`src/rtl/mips_isa_pkg.sv`:
```
/* MIPS ISA package
   Opcodes, load kinds, I-type field layout and decoder control bundle */
package mips_isa_pkg;

    // Field widths of the I-type format
    localparam int opcode_w  = 6;
    localparam int reg_idx_w = 5;
    localparam int imm_w     = 16;

    localparam int num_regs = 2 ** reg_idx_w;  // 32 GPRs

    // Primary opcodes that the core recognises
    typedef enum logic [opcode_w-1:0] {
        op_special = 6'b00_0000,  // R-type, executes as no-op
        op_lui     = 6'b00_1111,
        op_lb      = 6'b10_0000,
        op_lh      = 6'b10_0001,
        op_lw      = 6'b10_0011,
        op_lbu     = 6'b10_0100,
        op_lhu     = 6'b10_0101
    } opcode_e;

    // Selects how write-back data is built
    typedef enum logic [2:0] {
        ld_none,       // No write-back
        ld_upper_imm,  // LUI
        ld_byte,       // Low byte, sign-extended
        ld_byte_u,     // Low byte, zero-extended
        ld_half,       // Low halfword, sign-extended
        ld_half_u,     // Low halfword, zero-extended
        ld_word        // Full word
    } load_kind_e;

    // I-type layout, opcode in bits 31:26
    typedef struct packed {
        opcode_e              opcode;
        logic [reg_idx_w-1:0] rs;   // Base register
        logic [reg_idx_w-1:0] rt;   // Destination register
        logic [imm_w-1:0]     imm;  // Offset or LUI value
    } mips_instr_t;

    typedef struct packed {
        logic       reg_we;     // Write rt at the next edge
        load_kind_e load_kind;
    } ctrl_t;

endpackage

```
`src/rtl/mpa_core_pkg.sv`:
```
/* MPA core package
   Machine widths, memory depths and the debug back-door request type */
package mpa_core_pkg;

    // Word size for data and instructions
    localparam int data_width = 32;

    // Memory capacity in words
    localparam int im_depth = 32;
    localparam int dm_depth = 32;

    // PC after reset and while in debug
    localparam logic [data_width-1:0] reset_pc = '0;

    typedef logic [data_width-1:0] word_t;

    // Back-door target select
    typedef enum logic [1:0] {
        dbg_none = 2'd0,  // Nothing selected, dout reads zero
        dbg_im   = 2'd1,  // Instruction memory
        dbg_dm   = 2'd2,  // Data memory
        dbg_mr   = 2'd3   // MIPS register file
    } debug_func_e;

    // Debug request bundle, 68 bits
    // IM and DM take a byte address with bits 1:0 ignored
    // MR takes the register index from addr[4:0]
    typedef struct packed {
        logic        mem_debug;  // Back-door owns the core
        debug_func_e func;       // Target
        logic        we;         // Write strobe
        word_t       addr;       // Byte address or register index
        word_t       din;        // Write data
    } dbg_req_t;

endpackage
```
`src/rtl/mpa_mips_top.sv`:
```
/* MPA single-cycle MIPS core top level
   Connects fetch, decode, register file and load unit, muxes debug read-out */
module mpa_mips_top (
    input  logic                   mem_debug_clk_gate,
    input  logic                   HW_RSTn,
    input  mpa_core_pkg::dbg_req_t dbg,
    output mpa_core_pkg::word_t    dout
);
    import mpa_core_pkg::*;
    import mips_isa_pkg::*;

    mips_instr_t instr;      // Current instruction
    ctrl_t       ctrl;
    word_t       im_rdata;   // IM read-back
    word_t       dm_rdata;   // DM read-back
    word_t       mr_rdata;   // Register read-back
    word_t       rs_data;
    word_t       wb_data;

    mpa_fetch u_fetch (
        .mem_debug_clk_gate (mem_debug_clk_gate),
        .HW_RSTn            (HW_RSTn),
        .dbg                (dbg),
        .instr              (instr),
        .im_rdata           (im_rdata)
    );

    mpa_decoder u_decoder (
        .instr (instr),
        .ctrl  (ctrl)
    );

    mpa_regfile u_regfile (
        .mem_debug_clk_gate (mem_debug_clk_gate),
        .HW_RSTn            (HW_RSTn),
        .dbg                (dbg),
        .instr              (instr),
        .ctrl               (ctrl),
        .wb_data            (wb_data),
        .rs_data            (rs_data),
        .dbg_rdata          (mr_rdata)
    );

    mpa_load_unit u_load_unit (
        .mem_debug_clk_gate (mem_debug_clk_gate),
        .dbg                (dbg),
        .instr              (instr),
        .ctrl               (ctrl),
        .rs_data            (rs_data),
        .wb_data            (wb_data),
        .dm_rdata           (dm_rdata)
    );

    // Debug read-out, same cycle as func and addr
    always_comb begin
        case (dbg.func)
            dbg_im:  dout = im_rdata;
            dbg_dm:  dout = dm_rdata;
            dbg_mr:  dout = mr_rdata;
            default: dout = '0;  // dbg_none
        endcase
    end

endmodule

```
`src/rtl/mpa_load_unit.sv`:
```
/* Load unit
   Address adder, data memory and write-back extension by load kind */
module mpa_load_unit (
    input  logic                      mem_debug_clk_gate,
    input  mpa_core_pkg::dbg_req_t    dbg,
    input  mips_isa_pkg::mips_instr_t instr,
    input  mips_isa_pkg::ctrl_t       ctrl,
    input  mpa_core_pkg::word_t       rs_data,
    output mpa_core_pkg::word_t       wb_data,
    output mpa_core_pkg::word_t       dm_rdata
);
    import mpa_core_pkg::*;
    import mips_isa_pkg::*;

    localparam int dm_aw = $clog2(dm_depth);  // Word index width

    word_t            dm_mem [dm_depth];  // No reset
    word_t            imm_sext;
    word_t            eff_addr;
    logic [dm_aw-1:0] dm_idx;
    logic             dm_we;

    // Base plus sign-extended offset
    assign imm_sext = {{(data_width-imm_w){instr.imm[imm_w-1]}}, instr.imm};
    assign eff_addr = rs_data + imm_sext;

    // Word aligned, byte offset dropped
    assign dm_idx = dbg.mem_debug ? dbg.addr[dm_aw+1:2] : eff_addr[dm_aw+1:2];
    assign dm_we  = dbg.mem_debug && dbg.we && (dbg.func == dbg_dm);

    assign dm_rdata = dm_mem[dm_idx];  // Combinational read

    // Only the back-door writes, stores are not executed
    always_ff @(posedge mem_debug_clk_gate) begin
        if (dm_we) begin
            dm_mem[dm_idx] <= dbg.din;
        end
    end

    // Write-back formatting
    always_comb begin
        case (ctrl.load_kind)
            ld_upper_imm: wb_data = {instr.imm, {(data_width-imm_w){1'b0}}};
            ld_byte: begin
                wb_data = {{(data_width-8){dm_rdata[7]}}, dm_rdata[7:0]};
            end
            ld_byte_u: begin
                wb_data = {{(data_width-8){1'b0}}, dm_rdata[7:0]};
            end
            ld_half: begin
                wb_data = {{(data_width-16){dm_rdata[15]}}, dm_rdata[15:0]};
            end
            ld_half_u: begin
                wb_data = {{(data_width-16){1'b0}}, dm_rdata[15:0]};
            end
            ld_word:   wb_data = dm_rdata;
            default:   wb_data = '0;  // ld_none, not written anyway
        endcase
    end

endmodule

```
`src/rtl/mpa_regfile.sv`:
```
/* MIPS register file
   32 GPRs, r0 tied to zero, with back-door read and write */
module mpa_regfile (
    input  logic                      mem_debug_clk_gate,
    input  logic                      HW_RSTn,
    input  mpa_core_pkg::dbg_req_t    dbg,
    input  mips_isa_pkg::mips_instr_t instr,
    input  mips_isa_pkg::ctrl_t       ctrl,
    input  mpa_core_pkg::word_t       wb_data,
    output mpa_core_pkg::word_t       rs_data,
    output mpa_core_pkg::word_t       dbg_rdata
);
    import mpa_core_pkg::*;
    import mips_isa_pkg::*;

    word_t                regs [num_regs];
    logic [reg_idx_w-1:0] dbg_idx;
    logic [reg_idx_w-1:0] wr_idx;
    word_t                wr_data;
    logic                 wr_en;

    assign dbg_idx = dbg.addr[reg_idx_w-1:0];  // Register index from low bits

    // Write port owner, program writes blocked in debug
    always_comb begin
        if (dbg.mem_debug) begin
            wr_en   = dbg.we && (dbg.func == dbg_mr);
            wr_idx  = dbg_idx;
            wr_data = dbg.din;
        end else begin
            wr_en   = ctrl.reg_we;
            wr_idx  = instr.rt;  // I-type destination
            wr_data = wb_data;
        end
    end

    always_ff @(posedge mem_debug_clk_gate or negedge HW_RSTn) begin
        if (!HW_RSTn) begin
            for (int i = 0; i < num_regs; i++) begin
                regs[i] <= '0;
            end
        end else if (wr_en && (wr_idx != '0)) begin  // r0 never written
            regs[wr_idx] <= wr_data;
        end
    end

    assign rs_data   = regs[instr.rs];  // Load base
    assign dbg_rdata = regs[dbg_idx];

endmodule

```
`src/rtl/mpa_decoder.sv`:
```
/* Instruction decoder
   Turns the primary opcode into write enable and load kind */
module mpa_decoder (
    input  mips_isa_pkg::mips_instr_t instr,
    output mips_isa_pkg::ctrl_t       ctrl
);
    import mips_isa_pkg::*;

    // Only LUI and the five loads write back
    always_comb begin
        case (instr.opcode)
            op_lui: begin
                ctrl.reg_we    = 1'b1;
                ctrl.load_kind = ld_upper_imm;
            end
            op_lb: begin
                ctrl.reg_we    = 1'b1;
                ctrl.load_kind = ld_byte;
            end
            op_lbu: begin
                ctrl.reg_we    = 1'b1;
                ctrl.load_kind = ld_byte_u;
            end
            op_lh: begin
                ctrl.reg_we    = 1'b1;
                ctrl.load_kind = ld_half;
            end
            op_lhu: begin
                ctrl.reg_we    = 1'b1;
                ctrl.load_kind = ld_half_u;
            end
            op_lw: begin
                ctrl.reg_we    = 1'b1;
                ctrl.load_kind = ld_word;
            end
            default: begin
                // R-type, stores, branches and immediate ALU ops run as no-ops
                ctrl.reg_we    = 1'b0;
                ctrl.load_kind = ld_none;
            end
        endcase
    end

endmodule

```
`src/rtl/mpa_fetch.sv`:
```
/* Fetch stage
   Program counter and instruction memory with back-door write */
module mpa_fetch (
    input  logic                      mem_debug_clk_gate,
    input  logic                      HW_RSTn,
    input  mpa_core_pkg::dbg_req_t    dbg,
    output mips_isa_pkg::mips_instr_t instr,
    output mpa_core_pkg::word_t       im_rdata
);
    import mpa_core_pkg::*;

    localparam int im_aw = $clog2(im_depth);  // Word index width

    word_t            pc;
    word_t            pc_next;
    word_t            im_mem [im_depth];  // No reset, loaded over the back-door
    logic [im_aw-1:0] im_idx;
    logic             im_we;

    // Back-door takes the address while debug is active
    assign im_idx = dbg.mem_debug ? dbg.addr[im_aw+1:2] : pc[im_aw+1:2];
    assign im_we  = dbg.mem_debug && dbg.we && (dbg.func == dbg_im);

    // Asynchronous read, one instruction per cycle
    assign im_rdata = im_mem[im_idx];
    assign instr    = im_rdata;  // Word reinterpreted as I-type fields

    // Next PC stays inside the IM window
    assign pc_next = {{(data_width-im_aw-2){1'b0}}, pc[im_aw+1:2] + 1'b1, 2'b00};

    always_ff @(posedge mem_debug_clk_gate or negedge HW_RSTn) begin
        if (!HW_RSTn) begin
            pc <= reset_pc;
        end else if (dbg.mem_debug) begin
            pc <= reset_pc;  // Restart from the top after debug
        end else begin
            pc <= pc_next;
        end
    end

    // Debug write port
    always_ff @(posedge mem_debug_clk_gate) begin
        if (im_we) begin
            im_mem[im_idx] <= dbg.din;
        end
    end

endmodule

```
`config.mk`:
```
export PLATFORM = sky130hd
export DESIGN_NAME = mpa_mips_top
export DESIGN_NICKNAME = d
export VERILOG_FILES = /design/src/rtl/mips_isa_pkg.sv /design/src/rtl/mpa_core_pkg.sv /design/src/rtl/mpa_mips_top.sv /design/src/rtl/mpa_load_unit.sv /design/src/rtl/mpa_regfile.sv /design/src/rtl/mpa_decoder.sv /design/src/rtl/mpa_fetch.sv
export SDC_FILE = /design/constraint.sdc
export NUM_CORES = 2
export LEC_CHECK = 0
export BUFFER_PORTS_ARGS = -buffer_cell sky130_fd_sc_hd__buf_2
export CAP_MARGIN = 0
export CORE_AREA = 2 2 779 471
export DETAILED_ROUTE_END_ITERATION = 8
export DIE_AREA = 0 0 781 473
export GPL_TIMING_DRIVEN = 1
export PLACE_DENSITY_LB_ADDON = 0.12
export RECOVER_POWER = 100
export SLEW_MARGIN = 20
export SYNTH_ARGS = -nofsm -noshare
export SYNTH_HDL_FRONTEND = slang
export SYNTH_HIERARCHICAL = 1
export SYNTH_SLANG_ARGS = --single-unit
export TNS_END_PERCENT = 50
```
`constraint.sdc`:
```
create_clock -name mem_debug_clk_gate -period 7.2 [get_ports mem_debug_clk_gate]
set_input_delay 0 -clock mem_debug_clk_gate [delete_from_list [all_inputs] [get_ports mem_debug_clk_gate]]
set_output_delay 0 -clock mem_debug_clk_gate [all_outputs]
set_load 0.005 [all_outputs]
```
==> impl_metrics.csv <==
group,metric,value,unit
status,status,"complete, but fails checks",
status,failed_checks,"max-capacitance violations, max-slew violations, negative setup slack",
finish,final_cell_count_no_fill,15216,
finish,post-route-cell-area,157000,um2
critical_path,required,7.20,ns
power,power.static_leakage,61.3,nW
floorplanning,top_level_ports,102,
hold_path,worst_hold_path.endpoint,"u_fetch/pc[6]$_DFF_PN0_",
critical_path,critical-path-max-stage-delay,0.44,ns
global_routing,first_global_vias,82001,
drt,routed_wire_length_per_instance,30.7,um
critical_path,critPathLaunch,"u_fetch/pc[2]$_DFF_PN0_",
clock_tree,skew_pair_late_insertion_delay,0.94,ns
sta,final_period_util,1.00,
floorplanning,dieHeight,473,um
clock_tree,cts_buffer_count,312,
drt,drc_violation_total_after_the_first_tritonroute_iteration,9336,
clock_tree,clk_pin_slew_worst_paths,0.06,ns
power,vdd_ir_drop_max,0.221,mV
sta,setup_violations,5,
sta,worst-slew-pin-transition,4.36,ns
clock_tree,clock_tree.root_cell,"sky130_fd_sc_hd__clkbuf_16",
drt,drt_pass1_iterations,8,
critical_path,critical_path.reg2reg.endpoint,"u_regfile/regs[24]$_DFFE_PN0P_",
global_routing,antenna_found_initial,38,
critical_path,timing.critical_path.fanout_max,14,
global_routing,pin_count_of_the_biggest_net_entering_global_routing,138,
sta,final.setup.worst_slack,-0.0318,ns
critical_path,end_kind,"output pin",
sta,rsz0062_at_grt,"true",
finish,design.final.nets,10161,
global_routing,grt.total_usage,0.245,
drt,drc,0,
critical_path,register_to_register_setup_slack,0.18,ns
synthesis,synth_warnings,6,
sta,fmax,0.138,GHz
critical_path,timing.setup.critical_path_class,"reg2out",
place,routabilityCongestion,0.856,
sta,totalNegativeSetupSlack,-0.104,ns
place,port_buffers,76,
synthesis,mappedNetlistArea,131000,um2
clock_tree,tritoncts,"built",
drt,detailroute.via_count,85757,
critical_path,cp_slowest_cell,"sky130_fd_sc_hd__dfrtp_2",
finish,n_fill_cell,32864,
drt,postRouteAntennaNets,0,
synthesis,syn_nets,9541,
hold_path,hold_path.class,"in2reg",
place,dp_hpwl,293000,um
floorplanning,die_area,369000,um2
critical_path,worst_path_depth,33,
floorplanning,core_region_area,363000,um2
sta,finalCriticalPeriod,7.23,ns
critical_path,critical_path.top_delay_family,"buffers and inverters",
finish,post_route_cells_drive_above_1_share,0.204,
drt,detail_route.vias_per_cell,5.64,
critical_path,timing.reg2reg.worst_path_depth,33,
sta,final-hold-violation-count,0,
global_routing,grt.overflow.total,0,
power,power.density_cell_area,320,nW/um2
clock_tree,cts.sinks,3077,
critical_path,timing.rr.start,"u_fetch/pc[2]$_DFF_PN0_",
critical_path,start_kind,"register",
hold_path,min_delay_path_depth,3,
clock_tree,htree_num_levels,5,
sta,max_slew_violation_total_from_the_final_report,3922,
critical_path,critical-path-top-cell-by-count,"sky130_fd_sc_hd__buf_4",
place,placedInstanceArea,143000,um2
synthesis,syn_avg_cell_area,13.8,um2
place,placedCellCount,14412,
drt,route.final.wire_length,468000,um
critical_path,worst_ep_arrival_time,7.23,ns
hold_path,holdCritStartpoint,"dbg[67]",
global_routing,wire_length_of_the_first_global_routing_pass,646000,um
finish,area_delta_synth_final,20.5,%
sta,max-slew-margin-rel,-1.91,
critical_path,critical_path.n_buffers_inverters,14,
floorplanning,chipWidth,781,um
floorplanning,std_cell_rows,172,
floorplanning,initial_utilization,0.360,
run,timing.max_cap.violations,89,
clock_tree,clock_path_buffers,4,
sta,skew,0.0636,ns
synthesis,syn-instance-count,9465,
[worst register-to-register path, delay by kind of cell (launching register included)]
family	cells	cell delay, ns
compound gates	8	1.75
mux	3	0.61
simple gates	8	1.50
fa+ha+maj	1	0.22
buf+inv	13	2.39
flops	1	0.44
[layout by cell type (no fill, tap or decap), types with 54 or more instances in the layout]
cell,instances
sky130_fd_sc_hd__clkbuf_16,333
sky130_fd_sc_hd__buf_4,569
sky130_fd_sc_hd__o21ai_0,376
sky130_fd_sc_hd__nor2_4,59
sky130_fd_sc_hd__mux2_2,231
sky130_fd_sc_hd__o22ai_1,263
sky130_fd_sc_hd__a21oi_1,290
sky130_fd_sc_hd__mux2i_2,67
sky130_fd_sc_hd__a22oi_1,165
sky130_fd_sc_hd__o211ai_1,59
sky130_fd_sc_hd__dfrtp_1,1025
sky130_fd_sc_hd__a31oi_1,92
sky130_fd_sc_hd__clkbuf_1,171
sky130_fd_sc_hd__a22o_1,96
sky130_fd_sc_hd__edfxtp_1,2048
sky130_fd_sc_hd__nand3_1,181
sky130_fd_sc_hd__inv_1,63
sky130_fd_sc_hd__nor2_1,234
sky130_fd_sc_hd__buf_12,264
sky130_fd_sc_hd__o22a_1,54
sky130_fd_sc_hd__mux2i_1,1548
sky130_fd_sc_hd__nand2_1,972
sky130_fd_sc_hd__o21ai_1,234
[per-layer routing]
metal	global-route usage	vias to the layer above	routed length, um
met4	0.0509	6	10400
met1	0.401	44958	235000
met2	0.329	3327	184000
li1	-	36911	-
met5	0	-	37
met3	0.0493	555	38200
[where the power goes]
| group | switching [mW] | total, mW | leakage [nW] | internal, mW |
|---|---|---|---|---|
| Clock | 7.10 | 16.4 | 4.88 | 9.26 |
| Sequential | 0.560 | 20.4 | 32.5 | 19.9 |
| Combinational | 7.71 | 13.6 | 23.9 | 5.87 |
| Total | 15.4 | 50.4 | 61.3 | 35.0 |
[stage by stage]
step                       util  hold WS (ns)  power, mW  worst slack [ns]
after floorplan               -        -0.296       26.4             0.292
after global placement    0.395        0.0603       32.1            -0.900
after detailed placement  0.395        0.0681       32.2            -0.847
after CTS                 0.430       0.00361       49.8           -0.0590
after global routing      0.433        0.0998       52.2            -0.210
final                     0.433         0.152       50.4           -0.0318
[registers in the layout, indices dropped and copies added (netlist names)]
signal	cells
u_fetch/im_mem	1024
u_fetch/pc	5
u_load_unit/dm_mem	1024
u_regfile/regs	1024
[layout make-up]
cell class                      count  area [um2]  share of cell area
Antenna cell                       17        42.5            0.000270
Clock inverter                    143        1430             0.00908
Sequential cell                  3077       87300               0.554
Inverter                           68         265             0.00168
Tap cell                         4872        6100              0.0387
Clock buffer                      413        8540              0.0542
Timing Repair Buffer             1124       12500              0.0792
Multi-Input combinational cell   5502       41300               0.263
[worst max-delay path by stage]
stage | end | slack, ns
after global routing | dout[2] | -0.21
final | dout[1] | -0.03
after detailed placement | u_regfile/regs[265]$_DFFE_PN0P_ | -0.85
after floorplan | u_load_unit/dm_mem[0][0]$_DFFE_PP_ | 0.29
after global placement | u_regfile/regs[649]$_DFFE_PN0P_ | -0.90
after CTS | dout[2] | -0.06
[timing repair]
item	CTS	global route
endpoints found under the hold margin	2403	0
hold buffers	38	0
resized for setup	234	190
pin swaps	80	85
gates cloned	21	13
endpoints found under the setup margin	1024	118
buffers inserted	116	62
Power figures use the tool's default switching activity.
